`config.mk`:
```
export PLATFORM = sky130hd
export DESIGN_NAME = hazard_unit
export DESIGN_NICKNAME = d
export VERILOG_FILES = /design/src/hw/cpu_pkg.sv /design/src/hw/hazard_unit.sv
export SDC_FILE = /design/constraint.sdc
export NUM_CORES = 1
export LEC_CHECK = 0
export ABC_AREA = 1
export ABC_CLOCK_PERIOD_IN_PS = 2700
export BUFFER_PORTS_ARGS = -buffer_cell sky130_fd_sc_hd__buf_2
export CORE_AREA = 2 2 49 51
export DETAILED_ROUTE_END_ITERATION = 16
export DIE_AREA = 0 0 51 53
export PLACE_DENSITY = 0.82
export SLEW_MARGIN = 40
export SYNTH_ARGS = -nofsm -noshare
export SYNTH_HDL_FRONTEND = slang
export SYNTH_SLANG_ARGS = --single-unit
```
`constraint.sdc`:
```
create_clock -name vclk -period 2.7
set_input_delay 0.54 -clock vclk [all_inputs]
set_output_delay 0.54 -clock vclk [all_outputs]
set_load 0.03 [all_outputs]
```
`src/hw/cpu_pkg.sv`:
```
`default_nettype none

package cpu_pkg;

    // datapath widths
    localparam int WORD_W     = 32;
    localparam int REG_AW     = 5;
    localparam int PC_W       = 6;
    localparam int CNT_W      = 16;
    localparam int OP_W       = 6;
    localparam int IMM_W      = 16;
    localparam int NUM_REGS   = 2**REG_AW;   // 32 architectural regs
    localparam int IMEM_DEPTH = 2**PC_W;     // 64 instruction words

    // instruction fields, low to high: imm/rs2, rs1, rd, opcode
    localparam int OP_LSB  = 26;
    localparam int RD_LSB  = 21;
    localparam int RS1_LSB = 16;
    localparam int RS2_LSB = 11;  // sits inside the imm field
    localparam int IMM_LSB = 0;

    typedef logic [WORD_W-1:0] word_t;
    typedef logic [REG_AW-1:0] reg_addr_t;
    typedef logic [PC_W-1:0]   pc_t;
    typedef logic [CNT_W-1:0]  count_t;

    typedef enum logic [OP_W-1:0] {
        OP_NOP  = 6'h00,
        OP_ADD  = 6'h01,
        OP_SUB  = 6'h02,
        OP_AND  = 6'h03,
        OP_OR   = 6'h04,
        OP_ADDI = 6'h05,
        OP_HALT = 6'h3f
    } opcode_t;

    typedef enum logic [2:0] {
        ALU_ADD,
        ALU_SUB,
        ALU_AND,
        ALU_OR,
        ALU_PASS_B  // result = operand b
    } alu_op_t;

    typedef enum logic [1:0] {
        ST_IDLE,
        ST_RUN,
        ST_DONE
    } run_state_t;

    // fetch -> decode
    typedef struct packed {
        logic  valid;
        pc_t   pc;
        word_t instr;
    } if_id_t;

    // decode -> execute, operands already read from the regfile
    typedef struct packed {
        logic      valid;
        alu_op_t   alu_op;
        word_t     op_a;
        word_t     op_b;    // rs2 value or sign-extended imm
        reg_addr_t rd;
        logic      we;
        logic      halt;
    } id_ex_t;

    // execute -> writeback
    typedef struct packed {
        logic      valid;
        word_t     result;
        reg_addr_t rd;
        logic      we;
        logic      halt;
    } ex_wb_t;

    typedef struct packed {
        logic stall_if;   // hold pc
        logic stall_id;   // hold if/id register
        logic bubble_ex;  // invalid entry into id/ex
    } hazard_t;

endpackage

`default_nettype wire

```
`src/hw/hazard_unit.sv`:
```
`timescale 1ns/100ps
`default_nettype none

module hazard_unit (
    input  wire cpu_pkg::reg_addr_t src1,
    input  wire cpu_pkg::reg_addr_t src2,
    input  wire cpu_pkg::id_ex_t    id_ex,   // writer in execute
    input  wire cpu_pkg::ex_wb_t    ex_wb,   // writer in writeback
    output cpu_pkg::hazard_t      hz
);

    import cpu_pkg::*;

    logic ex_hit;
    logic wb_hit;

    // unused sources arrive as 0, and r0 writers never match
    assign ex_hit = id_ex.valid && id_ex.we && (id_ex.rd != '0) &&
                    ((id_ex.rd == src1) || (id_ex.rd == src2));

    // regfile is not write-through, so writeback still counts
    assign wb_hit = ex_wb.valid && ex_wb.we && (ex_wb.rd != '0) &&
                    ((ex_wb.rd == src1) || (ex_wb.rd == src2));

    assign hz.stall_if  = ex_hit || wb_hit;
    assign hz.stall_id  = ex_hit || wb_hit;
    assign hz.bubble_ex = ex_hit || wb_hit;  // consumer waits in decode

endmodule

`default_nettype wire

```
Word-level counts from Yosys, hierarchy flattened:

Cells that the tools add are included.
Widths: inputs -> output; s select.

* output and inout port bits: 3
* flip-flop bits (word level): 0
* input bits: 125

* equality and inequality tests: 4
* reductions and logical operators: 11

Operators by type and width (number)
* $eq 5x5->1: 4
* $reduce_bool 5->1: 2
* $logic_and 1x1->1: 6
* $logic_or 1x1->1: 3

Logic depth before layout (Yosys ltp):

Gate-level depths: netlist (run 1).

* depth in word-level cells: 4
* mapped depth: 9

Least setup slack after synthesis (run 1):

No wires, ideal clock.

* path kind: input-to-output
* start point: input port id_ex[6] (netlist name)
* end point: output port hz[1] (netlist name)
* path slack: 776 ps
* data arrival time: 1384 ps
* stages on the path: 7
* data required time: 2160 ps
* cell sequence: nor3_1 > nand3_1 > nand3_1 > inv_1 > nand2_1 > nand2_1 > buf_4

RTL lines
* from (decl): RTL line hazard_unit.sv:7 `input wire cpu_pkg::id_ex_t id_ex,`
* to (decl): RTL line hazard_unit.sv:9 `output cpu_pkg::hazard_t hz`

==> key figures, run 1 <==
Yosys
  • Yosys cell types: 10
  • Synth Net Count: ~220
  • Post-Syn Area: 405 um2
  • Ys Warns: 0
  • Sequential-to-total area share from yosys stat: 0%
  • Cells after Synth: 96
  • Average size of a mapped cell: about 4.2 um2

Global routing
  • GRT met3 Usage: 0%
  • Largest net degree at the start of global routing: 6
  • Grt peak-use layer: met2
  • GRT Overall Usage: 8.66%
  • Met1 Track Usage GR: 13.1%
  • Antenna violations before repair: 0
  • First-pass GRT wire length: 1.88 mm
  • Vias in the first global route: roughly 470
  • M2 GR Usage: between 10% and 20%
  • Congestion Overflow GR: 0

Drt
  • Via count: about 580
  • DR WL/cell: between 7 and 8 um
  • Initial drt markers: 5
  • Via density: a little under 4
  • # DRC: 0
  • Total routed wirelength: about 1.1 mm
  • Remaining antenna violation count: 0
  • 1st-pass router iterations: 5

Final layout
  • Number of fill cells in the layout: 250
  • Seq_cells: 0
  • Cell area after layout: 561 um2
  • Layout cell share with drive strength beyond 1: between 20% and 30%
  • Nets@finish: 248
  • Commonest non-fill, non-tap cell in the layout: nand2_1
  • Area Overhead vs Synth: 38.3%
  • Clock buffers: 0
  • Most frequent cells in the layout: nand2_1, buf_2, inv_1, nor2_1
  • Register area: 0 um2
  • Ant diodes: 0

Pwr
  • Power Density: approximately 140 nW/um2
  • Leak: approximately 0.40 nW
  • VDD IR max: 0.0577 mV

Clock network
  • Post-CTS setup buffer count: 0
  • Post-CTS sizing: 0
  • Hold buffer count at cts: 0

Min path
  • Min-delay worst type: in -> out

STA
  • Worst Tran Pin Value: approximately 0.2 ns
  • Final setup vio count: 0
  • RSZ-0062 raised after global routing: no
  • Slew Viols, Final: 0
  • Maximum clock rate: 515 MHz
  • Worst rel slew slack: a little under 90%
  • Final Hold Vio Count: 0
  • Crit share post-route: a little under three quarters
  • Setup TNS: 0 ns
  • Crit path time final: approximately 1.9 ns

Critical path
  • CP Launch Point: id_ex[6]
  • Worst setup path category: in -> out
  • Critical path peak fanout: 4
  • Crit path launch type: primary input
  • CP endpoint kind: output pin
  • CP endpoint: hz[2]
  • Data required, critical path: around 2.2 ns
  • Crit path DAT: about 1.4 ns

Floorplanning
  • Num rows: 17
  • Full die area: 2700 um2
  • Core area: 2150 um2
  • Starting Density: a little under a fifth
  • I/O pin count: ~130
  • Die width: between 50 and 60 um
  • Die Span Y: about 53 um

Placement
  • Port bufs: 27
  • GPL Wtd Cong: between 0.7 and 0.8
  • Dpl hpwl: 1.04 mm
  • Placed Area: between 500 and 600 um2

Status
  • Status: finished, final reports clean

Flow run
  • Max-Cap Viols: 0
-- metrics by stage --
| stage | utilization, % | power (mW) | hold WS, ns | setup WS, ns | std cells |
|---|---|---|---|---|---|
| floorplan | - | 0.0441 | 1.41 | 0.776 | 96 |
| detailed placement | 26.1 | 0.0777 | 1.57 | 0.752 | 149 |
| finish | 26.1 | 0.0773 | 1.56 | 0.759 | 149 |
| global route | 26.1 | 0.0893 | 1.65 | 0.593 | 149 |
| CTS | 26.1 | 0.0780 | 1.57 | 0.747 | 149 |
| global placement | 26.1 | 0.0761 | 1.56 | 0.748 | 149 |
-- kinds of logic after synthesis --
family | Yosys count | share of synthesized area, %
simple gates | 68 | 66.1
buf+inv | 23 | 23.1
xor+xnor | 5 | 10.8
-- synth_stat cells --
library cell	count	area share [%]
inv_2	8	7.4
xnor2_1	4	8.6
xor2_1	1	2.2
inv_1	12	11
clkinv_1	1	0.93
nor2_1	12	11
buf_4	2	3.7
nand3_1	8	9.9
nand2_1	46	43
nor3_1	2	2.5
-- layer usage --
layer | share of wire, % | routed length (um)
met3 | 8.2 | 92
met5 | 0 | 0
met4 | 0 | 0
met2 | 45 | 509
met1 | 47 | 526
-- worst min path at each step --
| stage | start | endpoint | slack (ns) | cells past startpoint |
|---|---|---|---|---|
| 2_1_floorplan | ex_wb[1] | hz[0] | 1.41 | 4 |
| 3_3_place_gp | id_ex[74] | hz[0] | 1.56 | 6 |
| 3_5_place_dp | ex_wb[1] | hz[1] | 1.57 | 6 |
| 4_1_cts | ex_wb[1] | hz[1] | 1.57 | 6 |
| 5_1_grt | id_ex[1] | hz[2] | 1.65 | 6 |
| 6_report | ex_wb[1] | hz[1] | 1.56 | 6 |
-- final cells by class --
type	instances	area, um2	area share (%)
multi-input cells	73	312	55.6
repair buffers	27	135	24.1
inverters	21	78.8	14.1
well taps	28	35.0	6.25
-- critical path, cell delays in order --
cell     delay, ns
buf_2         0.13
nor3_1        0.21
nand3_1       0.11
nand3_1       0.08
inv_1         0.04
nand2_1       0.05
nand2_1       0.06
buf_2         0.18
-- report_power, final --
group	leakage, nW	internal, mW	switching, mW
logic	0.404	0.0333	0.0440
registers	0	0	0
clock network	0	0	0
total	0.404	0.0333	0.0440
Power figures use the tool's default switching activity.
==> run 2, diff against run 1 <==
--- a/config.mk
+++ b/config.mk
@@ -6,12 +6,12 @@
 export NUM_CORES = 1
 export LEC_CHECK = 0
 export ABC_AREA = 1
-export ABC_CLOCK_PERIOD_IN_PS = 2700
+export ABC_CLOCK_PERIOD_IN_PS = 2000
 export BUFFER_PORTS_ARGS = -buffer_cell sky130_fd_sc_hd__buf_2
-export CORE_AREA = 2 2 49 51
+export CORE_AREA = 2 2 50 52
 export DETAILED_ROUTE_END_ITERATION = 16
-export DIE_AREA = 0 0 51 53
-export PLACE_DENSITY = 0.82
+export DIE_AREA = 0 0 52 54
+export PLACE_DENSITY = 0.79
 export SLEW_MARGIN = 40
 export SYNTH_ARGS = -nofsm -noshare
 export SYNTH_HDL_FRONTEND = slang
==> constraint.sdc (replaced) <==
create_clock -name vclk -period 2
set_input_delay 0.4 -clock vclk [all_inputs]
set_output_delay 0.4 -clock vclk [all_outputs]
set_load 0.03 [all_outputs]
==> run 2 against run 1 <==
  * Combinational power is 35% higher
  * Hold slack worse by 0.28 ns
  * Sequential share of layout area stayed put
  * Largest power group unchanged
==> key figures, run 2 (same netlist as run 1, synthesis figures left out) <==
Status
  • Status: finished, final reports clean

Floorplanning
  • I/O pin count: ~130
  • Starting Density: between 15 and 20%
  • Die width: 52 um
  • Num rows: 18
  • Core area: 2320 um2
  • Die Span Y: between 50 and 60 um
  • Full die area: around 2800 um2

Final layout
  • Clock buffers: 0
  • Nets@finish: between 200 and 250
  • Area Overhead vs Synth: 38.9%
  • Non-Filler Instances: roughly 150
  • Final Util: between 20% and 30%
  • Commonest non-fill, non-tap cell in the layout: nand2_1
  • Ant diodes: 0
  • Seq_cells: 0
  • Most frequent cells in the layout: nand2_1, buf_2, inv_1, nor2_1
  • Layout cell share with drive strength beyond 1: ~29%
  • Register area: 0 um2

Pwr
  • Leak: 0.404 nW
  • Pwr Total: approximately 0.10 mW
  • VDD IR max: 0.0753 mV
  • Power Density: 185 nW/um2

Placement
  • Cell total after placement: between 150 and 200
  • Dpl hpwl: 1.01 mm
  • GPL Wtd Cong: 0.833
  • DP Worst Slack: about 0.33 ns
  • Port bufs: 27

Drt
  • Via density: around 3.8
  • Total routed wirelength: 1.08 mm
  • # DRC: 0
  • 1st-pass router iterations: 4
  • Initial drt markers: 9
  • DR WL/cell: about 7.2 um
  • Via count: between 500 and 600
  • Remaining antenna violation count: 0

STA
  • Slew Viols, Final: 0
  • Crit path time final: ~1.7 ns
  • Final worst slack: ~0.32 ns
  • Final Hold Vio Count: 0
  • Final setup vio count: 0
  • Worst rel slew slack: 84.1%
  • RSZ-0062 raised after global routing: no
  • Setup TNS: 0 ns
  • Worst Tran Pin Value: ~0.24 ns
  • Maximum clock rate: between 500 and 600 MHz
  • Crit share post-route: 84.2%

Critical path
  • Crit path launch type: primary input
  • CP endpoint kind: output pin
  • Data required, critical path: ~1.6 ns
  • Critical path peak fanout: 4
  • Crit path DAT: around 1.3 ns
  • Worst setup path category: in -> out

Flow run
  • Max-Cap Viols: 0

Global routing
  • GRT Overall Usage: about 7.6%
  • Grt peak-use layer: met2
  • M2 GR Usage: between 10% and 20%
  • Vias in the first global route: about 440
  • Met1 Track Usage GR: between 10 and 15%
  • Antenna violations before repair: 0
  • GRT met3 Usage: 0%
  • Congestion Overflow GR: 0
  • First-pass GRT wire length: between 1.5 and 2 mm
  • Largest net degree at the start of global routing: 6

Min path
  • Hold_sp: ex_wb[39]
  • Min-delay worst type: in -> out
  • Hold depth: 6
  • Hold path endpoint: hz[0]

Clock network
  • Post-CTS setup buffer count: 0
  • Post-CTS sizing: 0
  • Hold buffer count at cts: 0
==> run 2: cell counts in the layout (fill, tap and decap cells not counted) <==
No cell type changed its count.
==> run 2: how the worst max path moves through the flow <==
stage	start	endpoint	slack, ns	cells after the start
2_1_floorplan	id_ex[6]	hz[1]	0.36	7
3_3_place_gp	ex_wb[4]	hz[1]	0.32	8
5_1_grt	ex_wb[4]	hz[0]	0.16	8
4_1_cts	ex_wb[4]	hz[2]	0.32	8
6_report	ex_wb[4]	hz[2]	0.32	8
3_5_place_dp	ex_wb[4]	hz[2]	0.33	8
==> run 2: per-layer routing <==
| metal | wire length [um] | share of wire, % | vias up |
|---|---|---|---|
| met5 | 0 | 0 | - |
| met4 | 0 | 0 | 0 |
| met3 | 58 | 5.4 | 0 |
| met2 | 477 | 44 | 14 |
| met1 | 546 | 51 | 230 |
| li1 | - | - | 327 |
==> run 2: through the flow <==
step | hold WS (ns) | cell area, um2
after floorplan | 1.13 | 405
after global placement | 1.28 | 563
after detailed placement | 1.28 | 563
after CTS | 1.28 | 563
after global routing | 1.35 | 563
final | 1.28 | 563
==> run 2: area by class of cell <==
| type | count | area, um2 |
|---|---|---|
| multi-input combinational | 73 | 312 |
| fill | 286 | 1760 |
| inverter | 21 | 78.8 |
| tap | 30 | 37.5 |
| timing repair buffer | 27 | 135 |
==> run 2: worst max-delay path, cell delays in order <==
cell	delay [ns]
buf_2	0.13
nor3_1	0.25
nand3_1	0.10
nand3_1	0.08
inv_1	0.04
nand2_1	0.05
nand2_1	0.06
buf_2	0.18
==> run 2: where the power goes <==
part	leakage [nW]	switching (mW)	internal [mW]
combinational	0.404	0.0592	0.0450
sequential	0	0	0
clock	0	0	0
total	0.404	0.0592	0.0450
==> run 3, diff against run 2 <==
==> config.mk (replaced) <==
export PLATFORM = sky130hd
export DESIGN_NAME = hazard_unit
export DESIGN_NICKNAME = d
export VERILOG_FILES = /design/src/hw/cpu_pkg.sv /design/src/hw/hazard_unit.sv
export SDC_FILE = /design/constraint.sdc
export NUM_CORES = 1
export LEC_CHECK = 0
export ABC_AREA = 0
export ABC_CLOCK_PERIOD_IN_PS = 1500
export BUFFER_PORTS_ARGS = -buffer_cell sky130_fd_sc_hd__buf_2
export CORE_UTILIZATION = 13
export DETAILED_ROUTE_END_ITERATION = 16
export PLACE_DENSITY = 0.77
export SLEW_MARGIN = 40
export SYNTH_ARGS = -nofsm -noshare
export SYNTH_HDL_FRONTEND = slang
export SYNTH_SLANG_ARGS = --single-unit
==> constraint.sdc (replaced) <==
create_clock -name vclk -period 1.5
set_input_delay 0.3 -clock vclk [all_inputs]
set_output_delay 0.3 -clock vclk [all_outputs]
set_load 0.03 [all_outputs]
==> run 3 against run 2 <==
  * The flow now finishes with violations (negative setup slack)
  * Critical path depth down 3
  * Area after synthesis fell by 28%
  * Non-clock buffer count rose by 7
  * Die area down 14%
  * Critical endpoint is now hz[1]
==> key figures, run 3 <==
Status
  • Status: finished, violations left
  • Violated checks: negative setup slack

Final layout
  • Register area: 0 um2
  • Nets@finish: 196
  • Commonest non-fill, non-tap cell in the layout: buf_2
  • Most frequent cells in the layout: buf_2, xor2_1, buf_6
  • Ant diodes: 0
  • Area Overhead vs Synth: 115%
  • Layout cell share with drive strength beyond 1: a little under two thirds
  • Final Util: 30.9%
  • Seq_cells: 0
  • Clock buffers: 0
  • Non-Filler Instances: 96

Critical path
  • Crit path DAT: roughly 1.4 ns
  • CP Launch Point: ex_wb[4]
  • CP endpoint kind: output pin
  • Critical path peak fanout: 3
  • Worst setup path category: in -> out
  • Data required, critical path: between 1 and 1.5 ns
  • Crit path launch type: primary input
  • CP endpoint: hz[1]

Placement
  • Cell total after placement: 96
  • Port bufs: 27
  • GPL Wtd Cong: roughly 0.68
  • Dpl hpwl: about 900 um
  • DP Worst Slack: -0.277 ns

Pwr
  • Power Density: approximately 290 nW/um2
  • Share of power burned in registers: 0%
  • Combinational share of power: between 90% and 100%
  • Clock group share of total power: 0%
  • Pint: about 0.09 mW
  • Sw Ratio: 49.9%
  • VDD IR max: approximately 0.12 mV
  • NetSw: 0.0888 mW
  • Leak: about 0.28 nW

Drt
  • Via count: 381
  • Remaining antenna violation count: 0
  • Total routed wirelength: between 1 and 1.5 mm
  • DR WL/cell: 12.3 um
  • # DRC: 0
  • Initial drt markers: 3
  • 1st-pass router iterations: 4
  • Via density: approximately 4

Yosys
  • Ys Warns: 0
  • Cells after Synth: 37
  • Most frequent cell after synthesis: xor2_1
  • Most frequent cells after synthesis: xor2_1, nor2_1, nor3_1
  • Yosys cell types: 9
  • Sequential-to-total area share from yosys stat: 0%
  • Synth Net Count: around 160
  • Average size of a mapped cell: 7.85 um2
  • Synth area leaders: xor2_1, o211ai_2, nor3_1
  • Post-Syn Area: between 200 and 300 um2
  • Area leader, netlist: xor2_1
  • Share of the synthesized area in the top cell type: approximately 60%

Min path
  • Min-delay worst type: in -> out

Floorplanning
  • Die width: between 40 and 50 um
  • Starting Density: between 10% and 20%
  • I/O pin count: ~130
  • Core area: between 2000 and 2500 um2
  • Full die area: between 2000 and 2500 um2
  • Die Span Y: 49.3 um
  • Num rows: 16

Clock network
  • Post-CTS setup buffer count: 0
  • Hold buffer count at cts: 0

Global routing
  • GRT Overall Usage: around a tenth
  • Antenna violations before repair: 0
  • Vias in the first global route: 416
  • Largest net degree at the start of global routing: 4
  • First-pass GRT wire length: 1.83 mm
  • Congestion Overflow GR: 0

STA
  • Setup TNS: -0.562 ns
  • Maximum clock rate: 592 MHz
  • Worst rel slew slack: between 80% and 90%
  • Final worst slack: -0.189 ns
  • Crit share post-route: 113%
  • Slew Viols, Final: 0
  • Final Hold Vio Count: 0
  • Worst Tran Pin Value: 0.277 ns
  • Final setup vio count: 3
  • Crit path time final: 1.69 ns
  • RSZ-0062 raised after global routing: yes

Flow run
  • Max-Cap Viols: 0
-- run 3: worst min-delay path by stage --
stage / slack [ns] / cells past startpoint / startpoint / to
after detailed placement: 1.03 / 4 / ex_wb[39] / hz[0]
after global placement: 1.02 / 4 / ex_wb[39] / hz[0]
final: 1.01 / 4 / ex_wb[39] / hz[2]
after CTS: 1.01 / 4 / ex_wb[39] / hz[0]
after global routing: 1.03 / 4 / ex_wb[39] / hz[2]
after floorplan: 0.78 / 2 / id_ex[74] / hz[0]
-- run 3: final cells by class --
type                            instances  area, um2
Fill cell                             217       1400
Multi-Input combinational cell         35        355
Timing Repair Buffer                   34        235
Tap cell                               27       33.8
-- run 3: stage by stage --
| stage | area [um2] | hold slack (ns) | total power [mW] |
|---|---|---|---|
| after floorplan | 315 | 0.782 | 0.0663 |
| after global placement | 514 | 1.02 | 0.134 |
| after detailed placement | 514 | 1.03 | 0.140 |
| after CTS | 564 | 1.01 | 0.156 |
| after global routing | 624 | 1.03 | 0.192 |
| final | 624 | 1.01 | 0.178 |
-- run 3: power groups by stage --
stage / clock network, mW / logic (mW) / registers, mW
3_5_place_dp: 0 / 0.140 / 0
3_3_place_gp: 0 / 0.134 / 0
5_1_grt: 0 / 0.192 / 0
4_1_cts: 0 / 0.156 / 0
2_1_floorplan: 0 / 0.0663 / 0
6_report: 0 / 0.178 / 0
-- run 3: per-layer routing --
| layer | vias to the layer above | global-route usage [%] | part of all wire, % |
|---|---|---|---|
| met1 | 172 | 11.2 | 37 |
| met5 | - | 0 | 0 |
| li1 | 192 | - | - |
| met2 | 15 | 19.2 | 58 |
| met3 | 2 | 0.312 | 3.5 |
| met4 | 0 | 1.96 | 1.8 |
-- run 3: cells by family after synthesis --
group                  count (synthesis)  share of synthesized area [%]
AND/OR/NAND/NOR                       10                           18.5
XOR/XNOR                              20                           60.3
AO/OA/AOI/OAI                          5                           15.9
buffers and inverters                  2                           5.17
-- run 3: timing repair --
action                     in CTS  in global routing
setup endpoints to repair       3                  3
gates resized for setup        12                  9
pin swaps                       4                  4
-- run 3: worst max-delay path: stages --
cell      delay (ns)
buf_6           0.10
or4_4           0.54
o211ai_4        0.19
o22ai_4         0.11
buf_6           0.15
